--- src/disc_params.svh ---
`ifndef DISC_PARAMS_SVH
`define DISC_PARAMS_SVH

//////////////////////////////////////////////////////////////////////
// discriminator sizing
//////////////////////////////////////////////////////////////////////

// number of ADC channels, also the number of digital trigger inputs
`define DISC_CHANNELS 2

// signed ADC sample width
`define DISC_SAMPLE_WIDTH 16

// delay line depth, largest usable start or stop delay is one less
`define DISC_MAX_DELAY 16

// sample index width
`define DISC_TSTAMP_WIDTH 32

// byte address width of the register slave
`define DISC_WB_ADDR_WIDTH 8

`endif
--- src/disc_pkg.sv ---
`default_nettype none
`include "disc_params.svh"

package disc_pkg;

  // widths with a meaning
  typedef logic signed [`DISC_SAMPLE_WIDTH-1:0] sample_t;
  typedef logic [$clog2(`DISC_MAX_DELAY):0] delay_t;
  typedef logic [`DISC_TSTAMP_WIDTH-1:0] tstamp_t;
  // below channel count selects a comparator, above it a digital input
  typedef logic [$clog2(2*`DISC_CHANNELS)-1:0] src_sel_t;
  typedef logic [`DISC_WB_ADDR_WIDTH-1:0] wb_adr_t;
  typedef logic [31:0] wb_dat_t;

  // hysteresis comparator state
  typedef enum logic {
    ST_DISARMED,
    ST_ARMED
  } arm_state_t;

  typedef struct packed {
    logic    valid;
    sample_t data;
  } sample_beat_t;

  typedef struct packed {
    logic    valid;
    tstamp_t value;
  } tstamp_beat_t;

  typedef struct packed {
    sample_t  low;
    sample_t  high;
    delay_t   start;
    delay_t   stop;
    src_sel_t src;
    logic     disabled;
  } chan_cfg_t;

  typedef struct packed {
    logic    cyc;
    logic    stb;
    logic    we;
    wb_adr_t adr;
    wb_dat_t dat_w;
  } wb_req_t;

  typedef struct packed {
    logic    ack;
    wb_dat_t dat_r;
  } wb_rsp_t;

endpackage

`default_nettype wire

--- src/sample_discriminator.sv ---
`timescale 1ns/1ps
`default_nettype none
`include "disc_params.svh"

module sample_discriminator (
  input  logic                                        adc_clk,
  input  logic                                        rst_n_i,
  input  logic                                        reset_state_i,
  input  disc_pkg::wb_req_t                           wb_req_i,
  output disc_pkg::wb_rsp_t                           wb_rsp_o,
  input  disc_pkg::sample_beat_t [`DISC_CHANNELS-1:0] data_i,
  input  logic [`DISC_CHANNELS-1:0]                   ext_trig_i,
  output disc_pkg::sample_beat_t [`DISC_CHANNELS-1:0] data_o,
  output disc_pkg::tstamp_beat_t [`DISC_CHANNELS-1:0] tstamp_o
);

  localparam int CH = `DISC_CHANNELS;

  disc_pkg::chan_cfg_t [CH-1:0] cfg;
  logic [CH-1:0]                armed;

  disc_config_regs u_regs (
    .adc_clk  (adc_clk),
    .rst_n_i  (rst_n_i),
    .wb_req_i (wb_req_i),
    .wb_rsp_o (wb_rsp_o),
    .cfg_o    (cfg)
  );

  //////////////////////////////////////////////////////////////////////
  // per-channel comparators and discriminators
  //////////////////////////////////////////////////////////////////////

  for (genvar c = 0; c < CH; c++) begin : g_chan

    hysteresis_trigger u_hyst (
      .adc_clk       (adc_clk),
      .rst_n_i       (rst_n_i),
      .reset_state_i (reset_state_i),
      .beat_i        (data_i[c]),
      .low_i         (cfg[c].low),
      .high_i        (cfg[c].high),
      .armed_o       (armed[c])
    );

    // every channel sees all comparators and all digital inputs
    channel_discriminator u_disc (
      .adc_clk       (adc_clk),
      .rst_n_i       (rst_n_i),
      .reset_state_i (reset_state_i),
      .cfg_i         (cfg[c]),
      .beat_i        (data_i[c]),
      .trig_vec_i    ({ext_trig_i, armed}),
      .beat_o        (data_o[c]),
      .tstamp_o      (tstamp_o[c])
    );

  end

endmodule

`default_nettype wire

--- src/channel_discriminator.sv ---
`timescale 1ns/1ps
`default_nettype none
`include "disc_params.svh"

module channel_discriminator (
  input  logic                          adc_clk,
  input  logic                          rst_n_i,
  input  logic                          reset_state_i,
  input  disc_pkg::chan_cfg_t           cfg_i,
  input  disc_pkg::sample_beat_t        beat_i,
  input  logic [2*`DISC_CHANNELS-1:0]   trig_vec_i,
  output disc_pkg::sample_beat_t        beat_o,
  output disc_pkg::tstamp_beat_t        tstamp_o
);

  localparam int CH     = `DISC_CHANNELS;
  localparam int HOLD_W = $bits(disc_pkg::delay_t) + 1;

  disc_pkg::sample_beat_t beat_q;
  logic [CH-1:0]          ext_q;
  logic [2*CH-1:0]        src_vec;
  logic                   trig_sel;
  disc_pkg::sample_beat_t dly_beat;
  logic                   dly_trig;
  logic                   filled;
  logic [HOLD_W-1:0]      hold_q;
  logic                   keep;
  logic                   out_beat;
  logic                   prev_kept_q;
  disc_pkg::tstamp_t      idx_q;

  //////////////////////////////////////////////////////////////////////
  // stage 1: line up the sample with its trigger
  //////////////////////////////////////////////////////////////////////

  // comparator bits already lag by one cycle, digital bits are caught here
  always_ff @(posedge adc_clk or negedge rst_n_i) begin
    if (!rst_n_i) begin
      beat_q <= '0;
      ext_q  <= '0;
    end else if (reset_state_i) begin
      beat_q <= '0;
      ext_q  <= '0;
    end else begin
      beat_q <= beat_i;
      if (beat_i.valid) begin
        ext_q <= trig_vec_i[2*CH-1:CH];
      end
    end
  end

  assign src_vec  = {ext_q, trig_vec_i[CH-1:0]};
  assign trig_sel = src_vec[cfg_i.src];

  sample_delay_line #(
    .DEPTH (`DISC_MAX_DELAY)
  ) u_delay (
    .adc_clk       (adc_clk),
    .rst_n_i       (rst_n_i),
    .reset_state_i (reset_state_i),
    .beat_i        (beat_q),
    .trig_i        (trig_sel),
    .delay_i       (cfg_i.start),
    .beat_o        (dly_beat),
    .trig_o        (dly_trig),
    .filled_o      (filled)
  );

  //////////////////////////////////////////////////////////////////////
  // stage 2: keep window and output
  //////////////////////////////////////////////////////////////////////

  // a trigger now opens the window start beats back and stop beats ahead
  always_ff @(posedge adc_clk or negedge rst_n_i) begin
    if (!rst_n_i) begin
      hold_q <= '0;
    end else if (reset_state_i) begin
      hold_q <= '0;
    end else if (dly_beat.valid) begin
      if (trig_sel) begin
        hold_q <= HOLD_W'(cfg_i.start) + HOLD_W'(cfg_i.stop);
      end else if (hold_q != '0) begin
        hold_q <= hold_q - 1'b1;
      end
    end
  end

  // samples from before the line refilled have no index and are dropped
  assign out_beat = dly_beat.valid & filled;
  assign keep     = cfg_i.disabled | dly_trig | trig_sel | (hold_q != '0);

  always_ff @(posedge adc_clk or negedge rst_n_i) begin
    if (!rst_n_i) begin
      beat_o      <= '0;
      tstamp_o    <= '0;
      idx_q       <= '0;
      prev_kept_q <= 1'b0;
    end else if (reset_state_i) begin
      beat_o      <= '0;
      tstamp_o    <= '0;
      idx_q       <= '0;
      prev_kept_q <= 1'b0;
    end else begin
      beat_o.valid   <= out_beat & keep;
      beat_o.data    <= dly_beat.data;
      // new segment when the previous sample was dropped
      tstamp_o.valid <= out_beat & keep & ~prev_kept_q;
      tstamp_o.value <= idx_q;
      if (out_beat) begin
        idx_q       <= idx_q + 1'b1;
        prev_kept_q <= keep;
      end
    end
  end

endmodule

`default_nettype wire

--- src/sample_delay_line.sv ---
`timescale 1ns/1ps
`default_nettype none

module sample_delay_line #(
  parameter int DEPTH = 16
) (
  input  logic                   adc_clk,
  input  logic                   rst_n_i,
  input  logic                   reset_state_i,
  input  disc_pkg::sample_beat_t beat_i,
  input  logic                   trig_i,
  input  disc_pkg::delay_t       delay_i,
  output disc_pkg::sample_beat_t beat_o,
  output logic                   trig_o,
  output logic                   filled_o
);

  localparam int PW = $clog2(DEPTH);

  disc_pkg::sample_t data_mem [DEPTH];
  logic [DEPTH-1:0]  trig_mem;
  logic [PW-1:0]     wr_ptr_q;
  logic [PW-1:0]     rd_ptr;
  logic [PW:0]       fill_q;
  logic              bypass;

  // wr_ptr points at the next free slot, so minus d is d beats back
  assign rd_ptr = wr_ptr_q - PW'(delay_i);
  assign bypass = (delay_i == '0);

  always_ff @(posedge adc_clk) begin
    if (beat_i.valid) begin
      data_mem[wr_ptr_q] <= beat_i.data;
      trig_mem[wr_ptr_q] <= trig_i;
    end
  end

  always_ff @(posedge adc_clk or negedge rst_n_i) begin
    if (!rst_n_i) begin
      wr_ptr_q <= '0;
      fill_q   <= '0;
    end else if (reset_state_i) begin
      wr_ptr_q <= '0;
      fill_q   <= '0;
    end else if (beat_i.valid) begin
      wr_ptr_q <= wr_ptr_q + 1'b1;
      // saturate once the whole line holds fresh data
      if (fill_q != (PW+1)'(DEPTH)) begin
        fill_q <= fill_q + 1'b1;
      end
    end
  end

  // read happens on the same beat as the write
  always_comb begin
    beat_o.valid = beat_i.valid;
    beat_o.data  = bypass ? beat_i.data : data_mem[rd_ptr];
    trig_o       = bypass ? trig_i : trig_mem[rd_ptr];
  end

  assign filled_o = (fill_q >= (PW+1)'(delay_i));

endmodule

`default_nettype wire

--- src/hysteresis_trigger.sv ---
`timescale 1ns/1ps
`default_nettype none

module hysteresis_trigger (
  input  logic                   adc_clk,
  input  logic                   rst_n_i,
  input  logic                   reset_state_i,
  input  disc_pkg::sample_beat_t beat_i,
  input  disc_pkg::sample_t      low_i,
  input  disc_pkg::sample_t      high_i,
  output logic                   armed_o
);

  disc_pkg::arm_state_t state_q;
  disc_pkg::arm_state_t state_d;
  logic                 above;
  logic                 below;

  // both operands are signed samples
  assign above = beat_i.data > high_i;
  assign below = beat_i.data < low_i;

  // between the two levels the state is held
  always_comb begin
    state_d = state_q;
    if (beat_i.valid) begin
      case (state_q)
        disc_pkg::ST_DISARMED: begin
          if (above) state_d = disc_pkg::ST_ARMED;
        end
        disc_pkg::ST_ARMED: begin
          if (below) state_d = disc_pkg::ST_DISARMED;
        end
        default: state_d = disc_pkg::ST_DISARMED;
      endcase
    end
  end

  always_ff @(posedge adc_clk or negedge rst_n_i) begin
    if (!rst_n_i) begin
      state_q <= disc_pkg::ST_DISARMED;
    end else if (reset_state_i) begin
      state_q <= disc_pkg::ST_DISARMED;
    end else begin
      state_q <= state_d;
    end
  end

  // state after the last valid sample, one cycle behind that sample
  assign armed_o = (state_q == disc_pkg::ST_ARMED);

endmodule

`default_nettype wire

--- src/disc_config_regs.sv ---
`timescale 1ns/1ps
`default_nettype none
`include "disc_params.svh"

module disc_config_regs (
  input  logic                                     adc_clk,
  input  logic                                     rst_n_i,
  input  disc_pkg::wb_req_t                        wb_req_i,
  output disc_pkg::wb_rsp_t                        wb_rsp_o,
  output disc_pkg::chan_cfg_t [`DISC_CHANNELS-1:0] cfg_o
);

  localparam int CH     = `DISC_CHANNELS;
  localparam int WORD_W = `DISC_WB_ADDR_WIDTH - 2;

  disc_pkg::chan_cfg_t [CH-1:0] cfg_q;
  logic [WORD_W-1:0]            word;
  logic                         req;
  logic                         ack_q;
  disc_pkg::wb_dat_t            rd_data;
  disc_pkg::wb_dat_t            dat_q;

  // largest delay the line can hold is depth minus one
  function automatic disc_pkg::delay_t clamp_delay(input disc_pkg::delay_t raw);
    if (raw > disc_pkg::delay_t'(`DISC_MAX_DELAY - 1)) begin
      return disc_pkg::delay_t'(`DISC_MAX_DELAY - 1);
    end
    return raw;
  endfunction

  assign word = wb_req_i.adr[`DISC_WB_ADDR_WIDTH-1:2];
  // request not yet answered, so ack stays a single cycle
  assign req  = wb_req_i.cyc & wb_req_i.stb & ~ack_q;

  //////////////////////////////////////////////////////////////////////
  // handshake and read data
  //////////////////////////////////////////////////////////////////////

  always_ff @(posedge adc_clk or negedge rst_n_i) begin
    if (!rst_n_i) begin
      ack_q <= 1'b0;
    end else begin
      ack_q <= req;
    end
  end

  always_ff @(posedge adc_clk) begin
    if (req) begin
      dat_q <= rd_data;
    end
  end

  always_comb begin
    wb_rsp_o.ack   = ack_q & wb_req_i.cyc & wb_req_i.stb;
    wb_rsp_o.dat_r = dat_q;
  end

  // unmapped words fall through as zero
  always_comb begin
    rd_data = '0;
    if (word == '0) begin
      for (int c = 0; c < CH; c++) begin
        rd_data[c] = cfg_q[c].disabled;
      end
    end
    for (int c = 0; c < CH; c++) begin
      if (word == WORD_W'(1 + 3*c)) begin
        rd_data = {cfg_q[c].high, cfg_q[c].low};
      end
      if (word == WORD_W'(2 + 3*c)) begin
        rd_data[4:0]  = cfg_q[c].start;
        rd_data[12:8] = cfg_q[c].stop;
      end
      if (word == WORD_W'(3 + 3*c)) begin
        rd_data[1:0] = cfg_q[c].src;
      end
    end
  end

  //////////////////////////////////////////////////////////////////////
  // register writes
  //////////////////////////////////////////////////////////////////////

  always_ff @(posedge adc_clk or negedge rst_n_i) begin
    if (!rst_n_i) begin
      cfg_q <= '0;
    end else if (req && wb_req_i.we) begin
      for (int c = 0; c < CH; c++) begin
        if (word == '0) begin
          cfg_q[c].disabled <= wb_req_i.dat_w[c];
        end
        if (word == WORD_W'(1 + 3*c)) begin
          cfg_q[c].low  <= disc_pkg::sample_t'(wb_req_i.dat_w[15:0]);
          cfg_q[c].high <= disc_pkg::sample_t'(wb_req_i.dat_w[31:16]);
        end
        if (word == WORD_W'(2 + 3*c)) begin
          cfg_q[c].start <= clamp_delay(wb_req_i.dat_w[4:0]);
          cfg_q[c].stop  <= clamp_delay(wb_req_i.dat_w[12:8]);
        end
        if (word == WORD_W'(3 + 3*c)) begin
          cfg_q[c].src <= wb_req_i.dat_w[1:0];
        end
      end
    end
  end

  assign cfg_o = cfg_q;

endmodule

`default_nettype wire

--- config.mk ---
export PLATFORM = sky130hd
export DESIGN_NAME = sample_discriminator
export DESIGN_NICKNAME = d
export VERILOG_FILES = /design/src/disc_pkg.sv /design/src/sample_discriminator.sv /design/src/channel_discriminator.sv /design/src/sample_delay_line.sv /design/src/hysteresis_trigger.sv /design/src/disc_config_regs.sv
export VERILOG_INCLUDE_DIRS = /design/src
export SDC_FILE = /design/constraint.sdc
export NUM_CORES = 1
export LEC_CHECK = 0
export ABC_CLOCK_PERIOD_IN_PS = 3100
export BUFFER_PORTS_ARGS = -buffer_cell sky130_fd_sc_hd__buf_2
export CAP_MARGIN = 10
export CORE_UTILIZATION = 45
export CTS_CLUSTER_DIAMETER = 80
export DETAILED_ROUTE_END_ITERATION = 6
export PLACE_DENSITY = 0.61
export SLEW_MARGIN = 20
export SYNTH_ARGS = -nofsm -noshare
export SYNTH_HDL_FRONTEND = slang
export SYNTH_SLANG_ARGS = --single-unit
--- constraint.sdc ---
create_clock -name adc_clk -period 3.1 [get_ports adc_clk]
set_input_delay 0.775 -clock adc_clk [delete_from_list [all_inputs] [get_ports adc_clk]]
set_output_delay 0.775 -clock adc_clk [all_outputs]
set_load 0.01 [all_outputs]
# After elaboration in Yosys (flattened, before gate mapping)
# Memories as Yosys holds them, arrays and structs flattened.
# Cells that the tools add are included.
# word_totals
register_bits	391
in_bits	82
mem_bits_rw	512
n_memories	2
elab_cells	223
# classes
addsub	12
reduce_logical	29
n_eq_ne	8
bitwise	21
order_cmp	16
n_mux	93
# memory_table
memory	words	word_bits	rd	rd_ports_with_merged_regs	write_ports	line_no	source
g_chan[0].u_disc.u_delay.data_mem	16	16	1	0	1	sample_delay_line.sv:20	disc_pkg::sample_t data_mem [DEPTH];
g_chan[1].u_disc.u_delay.data_mem	16	16	1	0	1	sample_delay_line.sv:20	
# op_table
cell	n
2-to-1 mux 32 bit	6
2-to-1 mux 5 bit	16
2-to-1 mux 17 bit	4
2-to-1 mux 33 bit	2
adder 32 x 1 -> 32 bit, second input constant	2
2-to-1 mux 6 bit	8
2-to-1 mux 1 bit	34
bitwise mux 16 bit	2
greater-than comparator 16 bit	2
< comparator 16 bit	2
2-to-1 mux 16 bit	2
AND reduction 2 bit	11
< comparator 4 x 5 -> 1 bit, second input constant	4
equality test 6 x 3 -> 1 bit, second input constant	3
2-to-1 mux 4 bit	4
nonzero test 2 bit	8
2-to-1 mux 2 bit	7
adder 5 x 5 -> 6 bit	2
equality test 6 x 2 -> 1 bit, second input constant	2
nonzero test 6 bit	2
subtractor 6 x 1 -> 6 bit, second input constant	2
adder 5 x 1 -> 5 bit, second input constant	2
AND 1 bit	10
greater-or-equal comparator 5 bit	2
other kinds (17)	40

# Longest topological paths before layout
# Gate-level depths: netlist (run 1).
# depth
ltp_word	10
depth_mapped	11
mapped_depth_nobuf	9

# Modules after synthesis
# A second synthesis (run 1) with hierarchy kept.
# unflattened
cells_unflattened	2462
area_unflattened_um2	38473.1
# by_module_without_submodules
module	cells_each	n_inst	area_per_inst_um2	seq_area_each_um2
sample_delay_line (g_chan[1].u_disc.u_delay)	548	1	11338.4	8393.0
sample_delay_line (g_chan[0].u_disc.u_delay)	549	1	11334.6	8393.0
disc_config_regs	350	1	5076.1	3238.1
channel_discriminator (g_chan[1].u_disc)	390	1	4494.3	2702.6
channel_discriminator (g_chan[0].u_disc)	393	1	4470.5	2702.6
hysteresis_trigger	116	2	879.6	25.0

# Worst setup path before layout (run 1)
# Ideal clock, no wire load.
# synth_path
path_type	input to register
start	input wb_req_i[42] (netlist bit)
end	register u_regs.cfg_q, in the netlist u_regs.cfg_o[58]
slack_ns	-0.405
cell_stages	7
t_arrival_ns	3.381
setup_ns	0.125
n_path_buf	2
path_cell_list	nand2_1 > nor2_1 > and2_0 > clkbuf_1 > nand2_1 > buf_1 > mux2_2
# synth_between
elab_chain_cells	4
# synth_rtl
item	line_no	source
start, declared	sample_discriminator.sv:9	input disc_pkg::wb_req_t wb_req_i,
AND 1 bit (2 in a row)	disc_config_regs.sv:33	assign req = wb_req_i.cyc & wb_req_i.stb & ~ack_q;
via u_regs.req	disc_config_regs.sv:18	logic req;
logical AND 1 bit	disc_config_regs.sv:87	end else if (req && wb_req_i.we) begin
AND reduction 2 bit (no line)	--	
end, declared	disc_config_regs.sv:16	disc_pkg::chan_cfg_t [CH-1:0] cfg_q;
# The timed path passes the listed nets, and every way through them passes these cells.
# A chain may end at the register's enable or synchronous reset.

# Worst setup path in the final report (run 1)
# layout_path
start	register g_chan[0].u_disc.u_delay.wr_ptr_q[0]
end	register g_chan[0].u_disc.prev_kept_q
# layout_between
elab_chain_cells	9
# layout_rtl
item	line_no	source
start, declared	sample_delay_line.sv:22	logic [PW-1:0] wr_ptr_q;
start signal, assigned	sample_delay_line.sv:46	wr_ptr_q <= wr_ptr_q + 1'b1;
subtractor 4 bit	sample_delay_line.sv:28	assign rd_ptr = wr_ptr_q - PW'(delay_i);
binary-select mux 1 bit (select 4 bit)	sample_delay_line.sv:58	trig_o = bypass ? trig_i : trig_mem[rd_ptr];
2-to-1 mux 1 bit (not written as such)	sample_delay_line.sv:58	
2-to-1 mux 1 bit	sample_delay_line.sv:58	
bitwise OR 1 bit (3 in a row)	channel_discriminator.sv:90	assign keep = cfg_i.disabled | dly_trig | trig_sel | (hold_q != '0);
2-to-1 mux 1 bit	channel_discriminator.sv:109	if (out_beat) begin
2-to-1 mux 1 bit	channel_discriminator.sv:98	end else if (reset_state_i) begin
end signal, assigned	channel_discriminator.sv:111	prev_kept_q <= keep;
end, declared	channel_discriminator.sv:29	logic prev_kept_q;
# Every way passes these cells. The select of a mux whose other input is x is not followed.

==> summary.txt, run 1 <==
Status
  • Outcome: completed

Yosys
  • Synth Net Count: about 2700
  • Asr flop ratio synth: 0.3621
  • Syn Area/Cell: 15.29 sq um
  • Cells after Synth: 2493
  • Register area share after synthesis: 0.6685
  • Post-synth EDFFs: about 580
  • Synth area leader: edfxtp_1
  • Top cells by count, synth: edfxtp_1 (576), dfrtp_1 (327), mux4_2 (140)
  • Top-count cell post-synth: edfxtp_1
  • Synth top area share: 0.4538
  • Post-Syn Area: approximately 38000 sq um
  • Synth top area cells: edfxtp_1 (45%), dfrtp_1 (21%), mux4_2 (8.3%)
  • Most used DFF post-synth: edfxtp_1
  • Synth Register Bits: 903
  • Cell variety after synth: between 50 and 60
  • Ys Warns: 0

Worst setup path
  • Crit path cell chain: inv_1 -> ha_4 -> inv_1 -> fa_2 -> mux4_2 -> mux2_2 -> or3_1 -> a31oi_1 -> buf_4 -> a211oi_1
  • CP bufs+invs: 3
  • Critical Path Start Type: register
  • Top delay family on crit path: adder cells
  • Crit path DAT: 3.45 ns
  • Crit-path max FO: 6
  • Crit. End Element: register
  • CP most frequent cell: inv_1
  • Critical path required time: approximately 3.6 ns
  • CP peak stage delay: 0.68 ns
  • CP max stage cell: fa_2
  • Worst setup path class: reg2reg

Timing
  • PnR worst setup slack: 0.1583 ns
  • Period utilization: 0.9489
  • RSZ-0062 raised after global routing: no
  • Max-slew violation count: 0
  • Max_slew headroom: 0.4821
  • Final hold violation count: 0
  • Worst slew pin tran: 0.7726 ns
  • Final worst clock skew: 0.06378 ns
  • # setup viols final: 0
  • Period minus WS final: 2.942 ns
  • Total Neg Setup Slack: 0 ns
  • Max Fclk: 0.3399 GHz

Clocking
  • Clk buf depth: 3
  • Clk sink count: between 900 and 1000
  • CTS tree: done
  • Clock root cell: clkbuf_16
  • Clock transition at path regs: about 0.06 ns
  • CTS buffer count: 92
  • Htree depth: 3
  • Worst-Skew Late Latency: around 0.67 ns

Floorplan
  • FP Rows: roughly 110
  • Core area: 83690 sq um
  • Die width: 293.0 um
  • Initial core utilization: 0.4554
  • # IOs: 215
  • Die H: between 200 and 300 um
  • Die area: 85860 sq um

Place
  • Buffers on Ports: between 200 and 250
  • Pre-CTS WS: between 0.1 and 0.15 ns
  • Placed Instance Area: 41220 sq um
  • Hpwl dp: 60.56 mm
  • GP Congestion: 0.8839

Routing
  • DRT antenna net count: 0
  • Vias per cell: 5.639
  • DR DRC count: 0
  • TritonRoute pass-1 iters: 5
  • Via count: roughly 22000
  • DR WL/cell: 23.51 um
  • Routed wire length: 93.76 mm
  • Iter 0 DRT Violations: 1463

GRT
  • Vias in the first global route: 22928
  • GR peak layer: met2
  • Pin count of the biggest net entering global routing: 93
  • Initial antenna violation count: 12
  • Met2 Use GR: 0.3572
  • Met1 Use GR: 0.3037
  • M3 GR Usage: 0.03812
  • Gr ovfl total: 0
  • First-pass GRT wire length: between 100 and 150 mm
  • Gr usage total: 0.2200

Final layout
  • Design area: 44470 sq um
  • Share of post-route cells with drive strength above 1: 0.2620
  • Final net count: 2961
  • Layout overhead on the synthesized area: 16.67%

Power
  • PwrDens: around 620 nW/um^2
  • Max VDD drop: 0.4316 mV
  • Leakage power: 0.01740 uW
  • Total Power Consumption: around 28000 uW

Hold path
  • Hold WC Path Type: in2async

Run
  • Max_cap viols: 0
placed cells by master (no fill, tap or decap), types with 22 or more instances in the layout:
cell       instances
clkinv_2          22
a21o_1            22
nand4_1           35
o21ai_0          100
nand2_1          117
edfxtp_1         576
ha_1             104
nor2b_1          104
mux4_2           140
or3_1             27
nor2_1           106
a22o_1            25
nor3_1            30
buf_4             73
clkbuf_16         93
buf_2            210
nand3_1           38
inv_1             96
dfrtp_1          327
mux2_2           124
buf_12            22
o211ai_1          35
mux2i_1           43
a21oi_1          115
worst reg2reg max path, cell delays in order, from the launching register on:
cell,delay (ns)
dfrtp_1,0.37
inv_1,0.14
ha_4,0.15
inv_1,0.05
fa_2,0.68
mux4_2,0.35
mux2_2,0.26
or3_1,0.31
a31oi_1,0.22
buf_4,0.20
a211oi_1,0.09
power breakdown:
group	total [uW]	internal [uW]	switching, uW
Sequential	13400	13100	263
Clock	11600	6830	4740
Combinational	2730	1220	1520
Total	27700	21100	6520
stage by stage:
stage | hold slack [ns] | utilization | cells
4_1_cts | 0.09543 | 0.5310 | 3981
6_report | 0.07738 | 0.5313 | 3988
2_1_floorplan | 0.4117 | - | 2493
3_3_place_gp | 0.4242 | 0.4926 | 3809
3_5_place_dp | 0.4277 | 0.4926 | 3809
5_1_grt | 0.1276 | 0.5313 | 3987
registers in the layout, summed over array words and instances, names as in the netlist, 4 cells and up:
| name | count |
|---|---|
| g_chan.u_disc.u_delay.data_mem | 512 |
| u_regs.cfg_o | 90 |
| g_chan.u_disc.tstamp_o | 66 |
| g_chan.u_disc.idx_q | 64 |
| g_chan.u_disc.beat_o | 34 |
| g_chan.u_disc.beat_q | 34 |
| g_chan.u_disc.u_delay.trig_mem | 32 |
| u_regs.dat_q | 32 |
| g_chan.u_disc.hold_q | 12 |
| g_chan.u_disc.u_delay.fill_q | 10 |
| g_chan.u_disc.u_delay.wr_ptr_q | 8 |
| g_chan.u_disc.ext_q | 4 |
metal layers:
| metal | part of all wire | vias up |
|---|---|---|
| met3 | 0.060 | 159 |
| met1 | 0.43 | 11594 |
| li1 | - | 10039 |
| met5 | 0.00061 | - |
| met4 | 0.025 | 12 |
| met2 | 0.49 | 684 |
worst paths after layout:
kind,startpoint,end,slack [ns],depth (start not counted)
max in group asynchronous,rst_n_i,g_chan[1].u_disc.idx_q[7]$_DFFE_PN0P_,2.19,2
min,rst_n_i,g_chan[0].u_disc.idx_q[19]$_DFFE_PN0P_,0.08,1
min reg2reg,g_chan[1].u_disc.prev_kept_q$_DFFE_PN0P_,g_chan[1].u_disc.tstamp_o[32]$_DFF_PN0_,0.44,1
max,g_chan[0].u_disc.u_delay.wr_ptr_q[0]$_DFFE_PN0P_,g_chan[0].u_disc.prev_kept_q$_DFFE_PN0P_,0.16,10
min in group adc_clk,wb_req_i[25],u_regs.cfg_o[22]$_DFFE_PN0P_,0.35,2
max reg2reg,g_chan[0].u_disc.u_delay.wr_ptr_q[0]$_DFFE_PN0P_,g_chan[0].u_disc.prev_kept_q$_DFFE_PN0P_,0.16,10
cell type report:
type / instances / area, sq um
diodes: 7 / 17.52
multi-input cells: 1369 / 11900
clock inverters: 49 / 640.6
fillers: 6770 / 39220
flip-flops and latches: 903 / 25480
inverters: 96 / 360.3
repair buffers: 307 / 2066
clock buffers: 123 / 2580
well taps: 1134 / 1419
cells by family after synthesis:
family / after synthesis / synth area share
and+or+nand+nor: 576 / 0.08001
DFF: 903 / 0.6685
muxes: 307 / 0.1307
AOI/OAI and AO/OA: 352 / 0.05598
buffers and inverters: 221 / 0.02239
adders and majority gates: 110 / 0.03690
xor gates and xnor gates: 24 / 0.005515
timing repair:
item                       CTS  global route
hold buffers                 0             0
resized for setup            0             1
setup endpoints to repair    0             3
setup buffers                0             0
No activity file was read; power rests on OpenSTA's default activity.
==> run 2: changes to the inputs <==
Settings changed: ABC_CLOCK_PERIOD_IN_PS 3100 to 2700.
Clock period 3.1 ns to 2.7 ns, I/O delays scaled along.
==> run 2 against run 1 <==
Net effect:
- the flow now finishes with violations (setup timing)
- final cell count grew 0.78%
- worst setup slack got worse by 0.17 ns
- first-iteration DRC count is 22% higher
- critical path type unchanged
- largest power group unchanged
- highest routed layer unchanged
==> summary.txt, run 2 (same netlist as run 1, synthesis figures left out) <==
Timing
  • Final worst clock skew: 0.03570 ns
  • # setup viols final: 2
  • Final hold violation count: 0
  • Worst slew pin tran: 0.6491 ns
  • Period minus WS final: 2.713 ns
  • PnR worst setup slack: -0.01295 ns
  • Period utilization: 1.005
  • Max-slew violation count: 0
  • Total Neg Setup Slack: -0.01339 ns
  • Max_slew headroom: 0.5673
  • RSZ-0062 raised after global routing: yes
  • Max Fclk: 0.3686 GHz

Routing
  • Routed wire length: 94.98 mm
  • TritonRoute pass-1 iters: 5
  • Iter 0 DRT Violations: 1783
  • DR WL/cell: 23.63 um
  • DR DRC count: 0
  • Vias per cell: 5.566
  • Via count: roughly 22000
  • DRT antenna net count: 0

Floorplan
  • Core area: 83690 sq um
  • Die H: 293.0 um
  • FP Rows: 106
  • Initial core utilization: 0.4554
  • Die area: between 80000 and 90000 sq um
  • # IOs: 215
  • Die width: about 290 um

Hold path
  • Worst min-delay path endpoint: u_regs.cfg_o[69]$_DFFE_PN0P_
  • Hold path cells: 2
  • Hold Path Origin: wb_req_i[27]
  • Hold WC Path Type: in2reg

Power
  • Leakage power: 0.01748 uW
  • Max VDD drop: 0.4807 mV
  • PwrDens: between 600 and 700 nW/um^2

GRT
  • Gr ovfl total: 0
  • Vias in the first global route: 23015
  • Initial antenna violation count: 17
  • Gr usage total: 0.2220
  • First-pass GRT wire length: about 140 mm
  • Pin count of the biggest net entering global routing: 83

Status
  • Outcome: finished with violations
  • Failing checks: setup timing

Final layout
  • Design area: 44620 sq um
  • Largest Register: g_chan.u_disc.u_delay.data_mem
  • FF/Latch Area: 25480 sq um
  • Max FFs per register: between 500 and 600
  • Share of post-route cells with drive strength above 1: 0.2673
  • Filler Cells Inserted: around 6800
  • Most common cell after layout, fill and taps aside: edfxtp_1
  • Most frequent cells in the layout: edfxtp_1 (576), dfrtp_1 (327), buf_2 (210), mux4_2 (140), mux2_2 (122)
  • Layout overhead on the synthesized area: 17.07%
  • Final net count: 2993
  • Multi-input logic area: 11950 sq um

Worst setup path
  • Crit. End Element: register
  • Crit path cell chain: inv_2 -> ha_4 -> inv_2 -> fa_2 -> mux4_2 -> mux2_4 -> or3_1 -> a31oi_2 -> buf_4 -> a211oi_2
  • CP max stage cell: fa_2
  • Crit path DAT: about 3.2 ns
  • Worst setup path class: reg2reg
  • Critical Path Start Type: register
  • CP bufs+invs: 3
  • CP most frequent cell: inv_2
  • Crit-path max FO: 5
  • CP peak stage delay: 0.59 ns
  • RR Endpoint: g_chan[1].u_disc.prev_kept_q$_DFFE_PN0P_
  • Reg2reg setup slack: -0.01 ns
  • Critical path required time: approximately 3.2 ns
  • Top delay family on crit path: adder cells
  • Crit Reg-Reg Startpoint: g_chan[1].u_disc.u_delay.wr_ptr_q[0]$_DFFE_PN0P_
  • R2R cell count: 10

Clocking
  • Worst-Skew Late Latency: 0.66 ns
  • Clock root cell: clkbuf_16
  • Clock transition at path regs: about 0.060 ns
  • Clk buf depth: 3
  • Clk sink count: 903
  • CTS buffer count: 91
  • Htree depth: 3
  • CTS tree: done

Run
  • Max_cap viols: 0

Place
  • Placed Instance Area: between 40000 and 50000 sq um
  • GP Congestion: 0.9003
  • Hpwl dp: 60.70 mm
  • Buffers on Ports: around 210
==> run 2: changes by cell type in the layout (fill, tap and decap cells not counted), sizes merged <==
cell	previous run	this run
inv	99	97
bufinv	11	6
buf	307	336
diode	7	8
clkbuf	123	124
dlygate4sd3	0	1
clkinv	32	38
==> run 2: what timing repair did <==
action / CTS / global route
setup buffers: 4 / 2
resized for setup: 13 / 5
setup endpoints to repair: 7 / 30
hold buffers: 1 / 0
endpoints found under the hold margin: 44 / 0
gates cloned: 0 / 3
pin swaps: 5 / 5
==> run 2: worst register-to-register path: cells and delay by family (launching register included) <==
family,cells,cell delay (ns)
buf+inv,3,0.28
compound gates,2,0.28
fa+ha+maj,2,0.72
mux,2,0.60
flops,1,0.39
simple gates,1,0.33
==> run 2: worst max-delay path by stage <==
stage | end | slack, ns | cells after the start | from
after global placement | g_chan[1].u_disc.prev_kept_q$_DFFE_PN0P_ | -0.14 | 10 | g_chan[1].u_disc.u_delay.wr_ptr_q[0]$_DFFE_PN0P_
after CTS | g_chan[1].u_disc.prev_kept_q$_DFFE_PN0P_ | -0.02 | 10 | g_chan[1].u_disc.u_delay.wr_ptr_q[0]$_DFFE_PN0P_
after floorplan | g_chan[0].u_disc.beat_o[12]$_DFF_PN0_ | 0.008 | 9 | g_chan[0].u_disc.u_delay.wr_ptr_q[0]$_DFFE_PN0P_
after detailed placement | g_chan[1].u_disc.prev_kept_q$_DFFE_PN0P_ | -0.14 | 10 | g_chan[1].u_disc.u_delay.wr_ptr_q[0]$_DFFE_PN0P_
final | g_chan[1].u_disc.prev_kept_q$_DFFE_PN0P_ | -0.01 | 10 | g_chan[1].u_disc.u_delay.wr_ptr_q[0]$_DFFE_PN0P_
after global routing | g_chan[0].u_disc.prev_kept_q$_DFFE_PN0P_ | -0.09 | 10 | g_chan[0].u_disc.u_delay.wr_ptr_q[0]$_DFFE_PN0P_
==> run 2: final cells by class <==
class / count / area share
Clock buffer: 121 / 0.05558
Sequential cell: 903 / 0.5711
Clock inverter: 48 / 0.01080
Multi-Input combinational cell: 1369 / 0.2679
Tap cell: 1134 / 0.03180
Antenna cell: 8 / 0.0004487
Inverter: 96 / 0.008077
Timing Repair Buffer: 340 / 0.05435
==> run 2: power by group <==
part	internal (uW)	switching, uW	leakage [uW]
clock	7080	5330	0.00144
combinational	1530	1790	0.00629
sequential	15000	303	0.00975
total	23600	7430	0.0175
==> run 2: stage by stage <==
step / power, uW / utilization / setup slack, ns / hold WS (ns) / std cells
floorplan: 17490 / - / 0.008032 / 0.3794 / 2493
global placement: 18750 / 0.4952 / -0.1432 / 0.4212 / 3833
detailed placement: 18850 / 0.4952 / -0.1449 / 0.4210 / 3833
CTS: 31310 / 0.5316 / -0.01872 / 0.2262 / 4007
global route: 32150 / 0.5331 / -0.09083 / 0.2565 / 4019
finish: 31070 / 0.5331 / -0.01295 / 0.2753 / 4019
==> run 2: routing by layer <==
layer / vias up / part of all wire / GRT usage
met1: 11511 / 0.42 / 0.3008
met3: 153 / 0.053 / 0.03298
met2: 614 / 0.50 / 0.3736
li1: 10078 / - / -
met4: 12 / 0.024 / 0.06181
met5: - / 0.00083 / 0
==> run 3: changes to the inputs <==
Settings changed: CORE_UTILIZATION 45 to 55, PLACE_DENSITY 0.61 to 0.73.
==> run 3 against run 2 <==
Net effect:
- the flow still finishes with violations (setup timing)
- flip-flop and latch count stayed put
- combinational power is 1% higher
- power is 1.7% higher
- final area is 0.17% lower
- die area is 18% lower
- via count is 3.1% higher
- clock power is 4% higher
- worst setup slack better by 0.011 ns
- maximum frequency is 0.42% higher
- clock skew is 0.0071 ns higher
- register-to-register slack hardly changed
- critical path type unchanged
- highest routed layer unchanged
==> summary.txt, run 3 (same netlist as run 1, synthesis figures left out) <==
Status
  • Outcome: finished with violations
  • Failing checks: setup timing

Clocking
  • Worst-Skew Late Latency: roughly 0.67 ns
  • CTS tree: done
  • Htree depth: 3
  • Clock transition at path regs: 0.06 ns
  • Clk sink count: 903
  • Clock root cell: clkbuf_16
  • Clk buf depth: 3
  • CTS buffer count: 90

Floorplan
  • # IOs: 215
  • FP Rows: 96
  • Initial core utilization: 0.5557
  • Core area: approximately 70000 sq um
  • Die width: between 200 and 300 um
  • Die H: ~270 um
  • Die area: 70350 sq um

Routing
  • Vias per cell: 6.031
  • DR DRC count: 0
  • DRT antenna net count: 0
  • TritonRoute pass-1 iters: 6
  • DR WL/cell: 24.40 um
  • Iter 0 DRT Violations: 2058
  • Via count: 23058
  • Routed wire length: roughly 93 mm

Final layout
  • Largest Register: g_chan.u_disc.u_delay.data_mem
  • Share of post-route cells with drive strength above 1: 0.2736
  • Final net count: 2999
  • Layout overhead on the synthesized area: 16.87%
  • Most common cell after layout, fill and taps aside: edfxtp_1
  • Filler Cells Inserted: roughly 4700
  • Most frequent cells in the layout: edfxtp_1 (576), dfrtp_1 (327), buf_2 (210), mux4_2 (140), mux2_2 (122)
  • Max FFs per register: 512

GRT
  • Vias in the first global route: 23838
  • Gr usage total: 0.2659
  • Met2 Use GR: 0.4351
  • Pin count of the biggest net entering global routing: 74
  • Gr ovfl total: 0
  • GR peak layer: met2
  • Met1 Use GR: 0.3574
  • First-pass GRT wire length: 141.2 mm
  • M3 GR Usage: 0.05101
  • Initial antenna violation count: 9

Timing
  • Max_slew headroom: 0.4853
  • Worst slew pin tran: 0.7721 ns
  • Final worst clock skew: about 0.043 ns
  • PnR worst setup slack: -0.001714 ns
  • # setup viols final: 1
  • Max Fclk: 0.3701 GHz
  • Hold WS: 0.2686 ns
  • Period utilization: 1.001
  • RSZ-0062 raised after global routing: yes
  • Period minus WS final: 2.702 ns
  • Final hold violation count: 0
  • Max-slew violation count: 0

Place
  • Hpwl dp: approximately 59 mm
  • Pre-CTS WS: -0.06941 ns
  • GP Congestion: 0.9126
  • Buffers on Ports: about 210

Worst setup path
  • Crit. End Element: register
  • Top delay family on crit path: adder cells
  • CP max stage cell: fa_2
  • CP bufs+invs: 3
  • Critical path required time: 3.23 ns
  • RR Endpoint: g_chan[0].u_disc.prev_kept_q$_DFFE_PN0P_
  • Instance count on the critical path: 10
  • Reg2reg setup slack: -0.002 ns
  • Worst setup path class: reg2reg
  • Crit Reg-Reg Startpoint: g_chan[0].u_disc.u_delay.wr_ptr_q[0]$_DFFE_PN0P_
  • Crit path DAT: about 3.2 ns
  • Critical Path Start Type: register
  • CP peak stage delay: 0.57 ns
  • Crit-path max FO: 4
  • CP most frequent cell: inv_2
  • Crit path cell chain: inv_2 -> ha_4 -> inv_2 -> fa_2 -> mux4_2 -> mux2_4 -> or3_4 -> a31oi_4 -> buf_6 -> a211oi_2
  • R2R cell count: 10

Hold path
  • Worst min-delay path endpoint: u_regs.cfg_o[20]$_DFFE_PN0P_
  • Hold WC Path Type: in2reg
  • Hold Path Origin: wb_req_i[23]
  • Hold path cells: 2

Power
  • Sw Share: 0.2383
  • Pint: roughly 24000 uW
  • Switching Power: 7525 uW
  • PwrDens: ~700 nW/um^2
  • Comb power frac: 0.106
  • Sequential Power Share: 0.485
  • Leakage power: between 0.015 and 0.02 uW
  • Clock power share: 0.409
  • Max VDD drop: 0.5542 mV

Run
  • Max_cap viols: 0
==> run 3: cell count changes in the layout (fill, tap and decap cells not counted), sizes merged <==
cell	delta
clkinv	-14
clkbuf	+11
buf	+6
inv	+3
bufinv	+2
clkinvlp	-1
==> run 3: worst reg2reg max path, stage by stage (launching register included) <==
cell and delay, ns:
dfrtp_1 0.40, inv_2 0.09, ha_4 0.13, inv_2 0.03, fa_2 0.58, mux4_2 0.32
mux2_4 0.28, or3_4 0.35, a31oi_4 0.20, buf_6 0.17, a211oi_2 0.07
==> run 3: stage by stage <==
step	power, uW	cell area, sq um	setup TNS, ns	utilization	std cells
2_1_floorplan	17490	38130	0	-	2493
3_3_place_gp	18660	41150	-0.1631	0.6000	3632
3_5_place_dp	18770	41150	-0.1779	0.6000	3632
4_1_cts	31590	44300	-0.06755	0.6459	3804
5_1_grt	32580	44530	-0.4691	0.6493	3820
6_report	31580	44540	-0.001714	0.6494	3823
==> run 3: power by group through the flow <==
stage | Clock [uW] | Combinational, uW | Sequential [uW]
after CTS | 13100 | 3220 | 15300
final | 12900 | 3360 | 15300
after detailed placement | 0 | 3180 | 15600
after global routing | 13600 | 3620 | 15300
after floorplan | 0 | 1960 | 15500
after global placement | 0 | 3090 | 15600
==> run 3: final cells by class <==
type | instances | area [sq um] | area share
flip-flops and latches | 903 | 25480 | 0.5721
well taps | 931 | 1165 | 0.02615
clock buffers | 131 | 2580 | 0.05792
inverters | 96 | 360.3 | 0.008090
repair buffers | 347 | 2449 | 0.05498
clock inverters | 38 | 534.3 | 0.01200
diodes | 8 | 20.02 | 0.0004495
multi-input cells | 1369 | 11950 | 0.2684
==> run 3: worst max path at each step <==
stage,start,endpoint,slack (ns)
floorplan,g_chan[0].u_disc.u_delay.wr_ptr_q[0]$_DFFE_PN0P_,g_chan[0].u_disc.beat_o[12]$_DFF_PN0_,0.008
global placement,g_chan[0].u_disc.u_delay.wr_ptr_q[0]$_DFFE_PN0P_,g_chan[0].u_disc.prev_kept_q$_DFFE_PN0P_,-0.07
detailed placement,g_chan[0].u_disc.u_delay.wr_ptr_q[0]$_DFFE_PN0P_,g_chan[0].u_disc.prev_kept_q$_DFFE_PN0P_,-0.07
CTS,g_chan[0].u_disc.u_delay.wr_ptr_q[0]$_DFFE_PN0P_,g_chan[0].u_disc.prev_kept_q$_DFFE_PN0P_,-0.03
global route,g_chan[1].u_disc.u_delay.wr_ptr_q[0]$_DFFE_PN0P_,g_chan[1].u_disc.tstamp_o[32]$_DFF_PN0_,-0.07
finish,g_chan[0].u_disc.u_delay.wr_ptr_q[0]$_DFFE_PN0P_,g_chan[0].u_disc.prev_kept_q$_DFFE_PN0P_,-0.002
==> run 3: per-layer routing <==
metal / vias to the layer above / part of all wire
li1: 10091 / -
met1: 11705 / 0.40
met2: 1046 / 0.49
met3: 210 / 0.079
met4: 6 / 0.031
met5: - / 0.00029
==> run 3: timing repair <==
item                       4_1_cts  5_1_grt
pin swaps                        3        5
hold endpoints to repair        32        0
setup buffers                    2        6
setup endpoints to repair        9       31
hold buffers                     1        0
gates cloned                     0        5
gates resized for setup          4       16
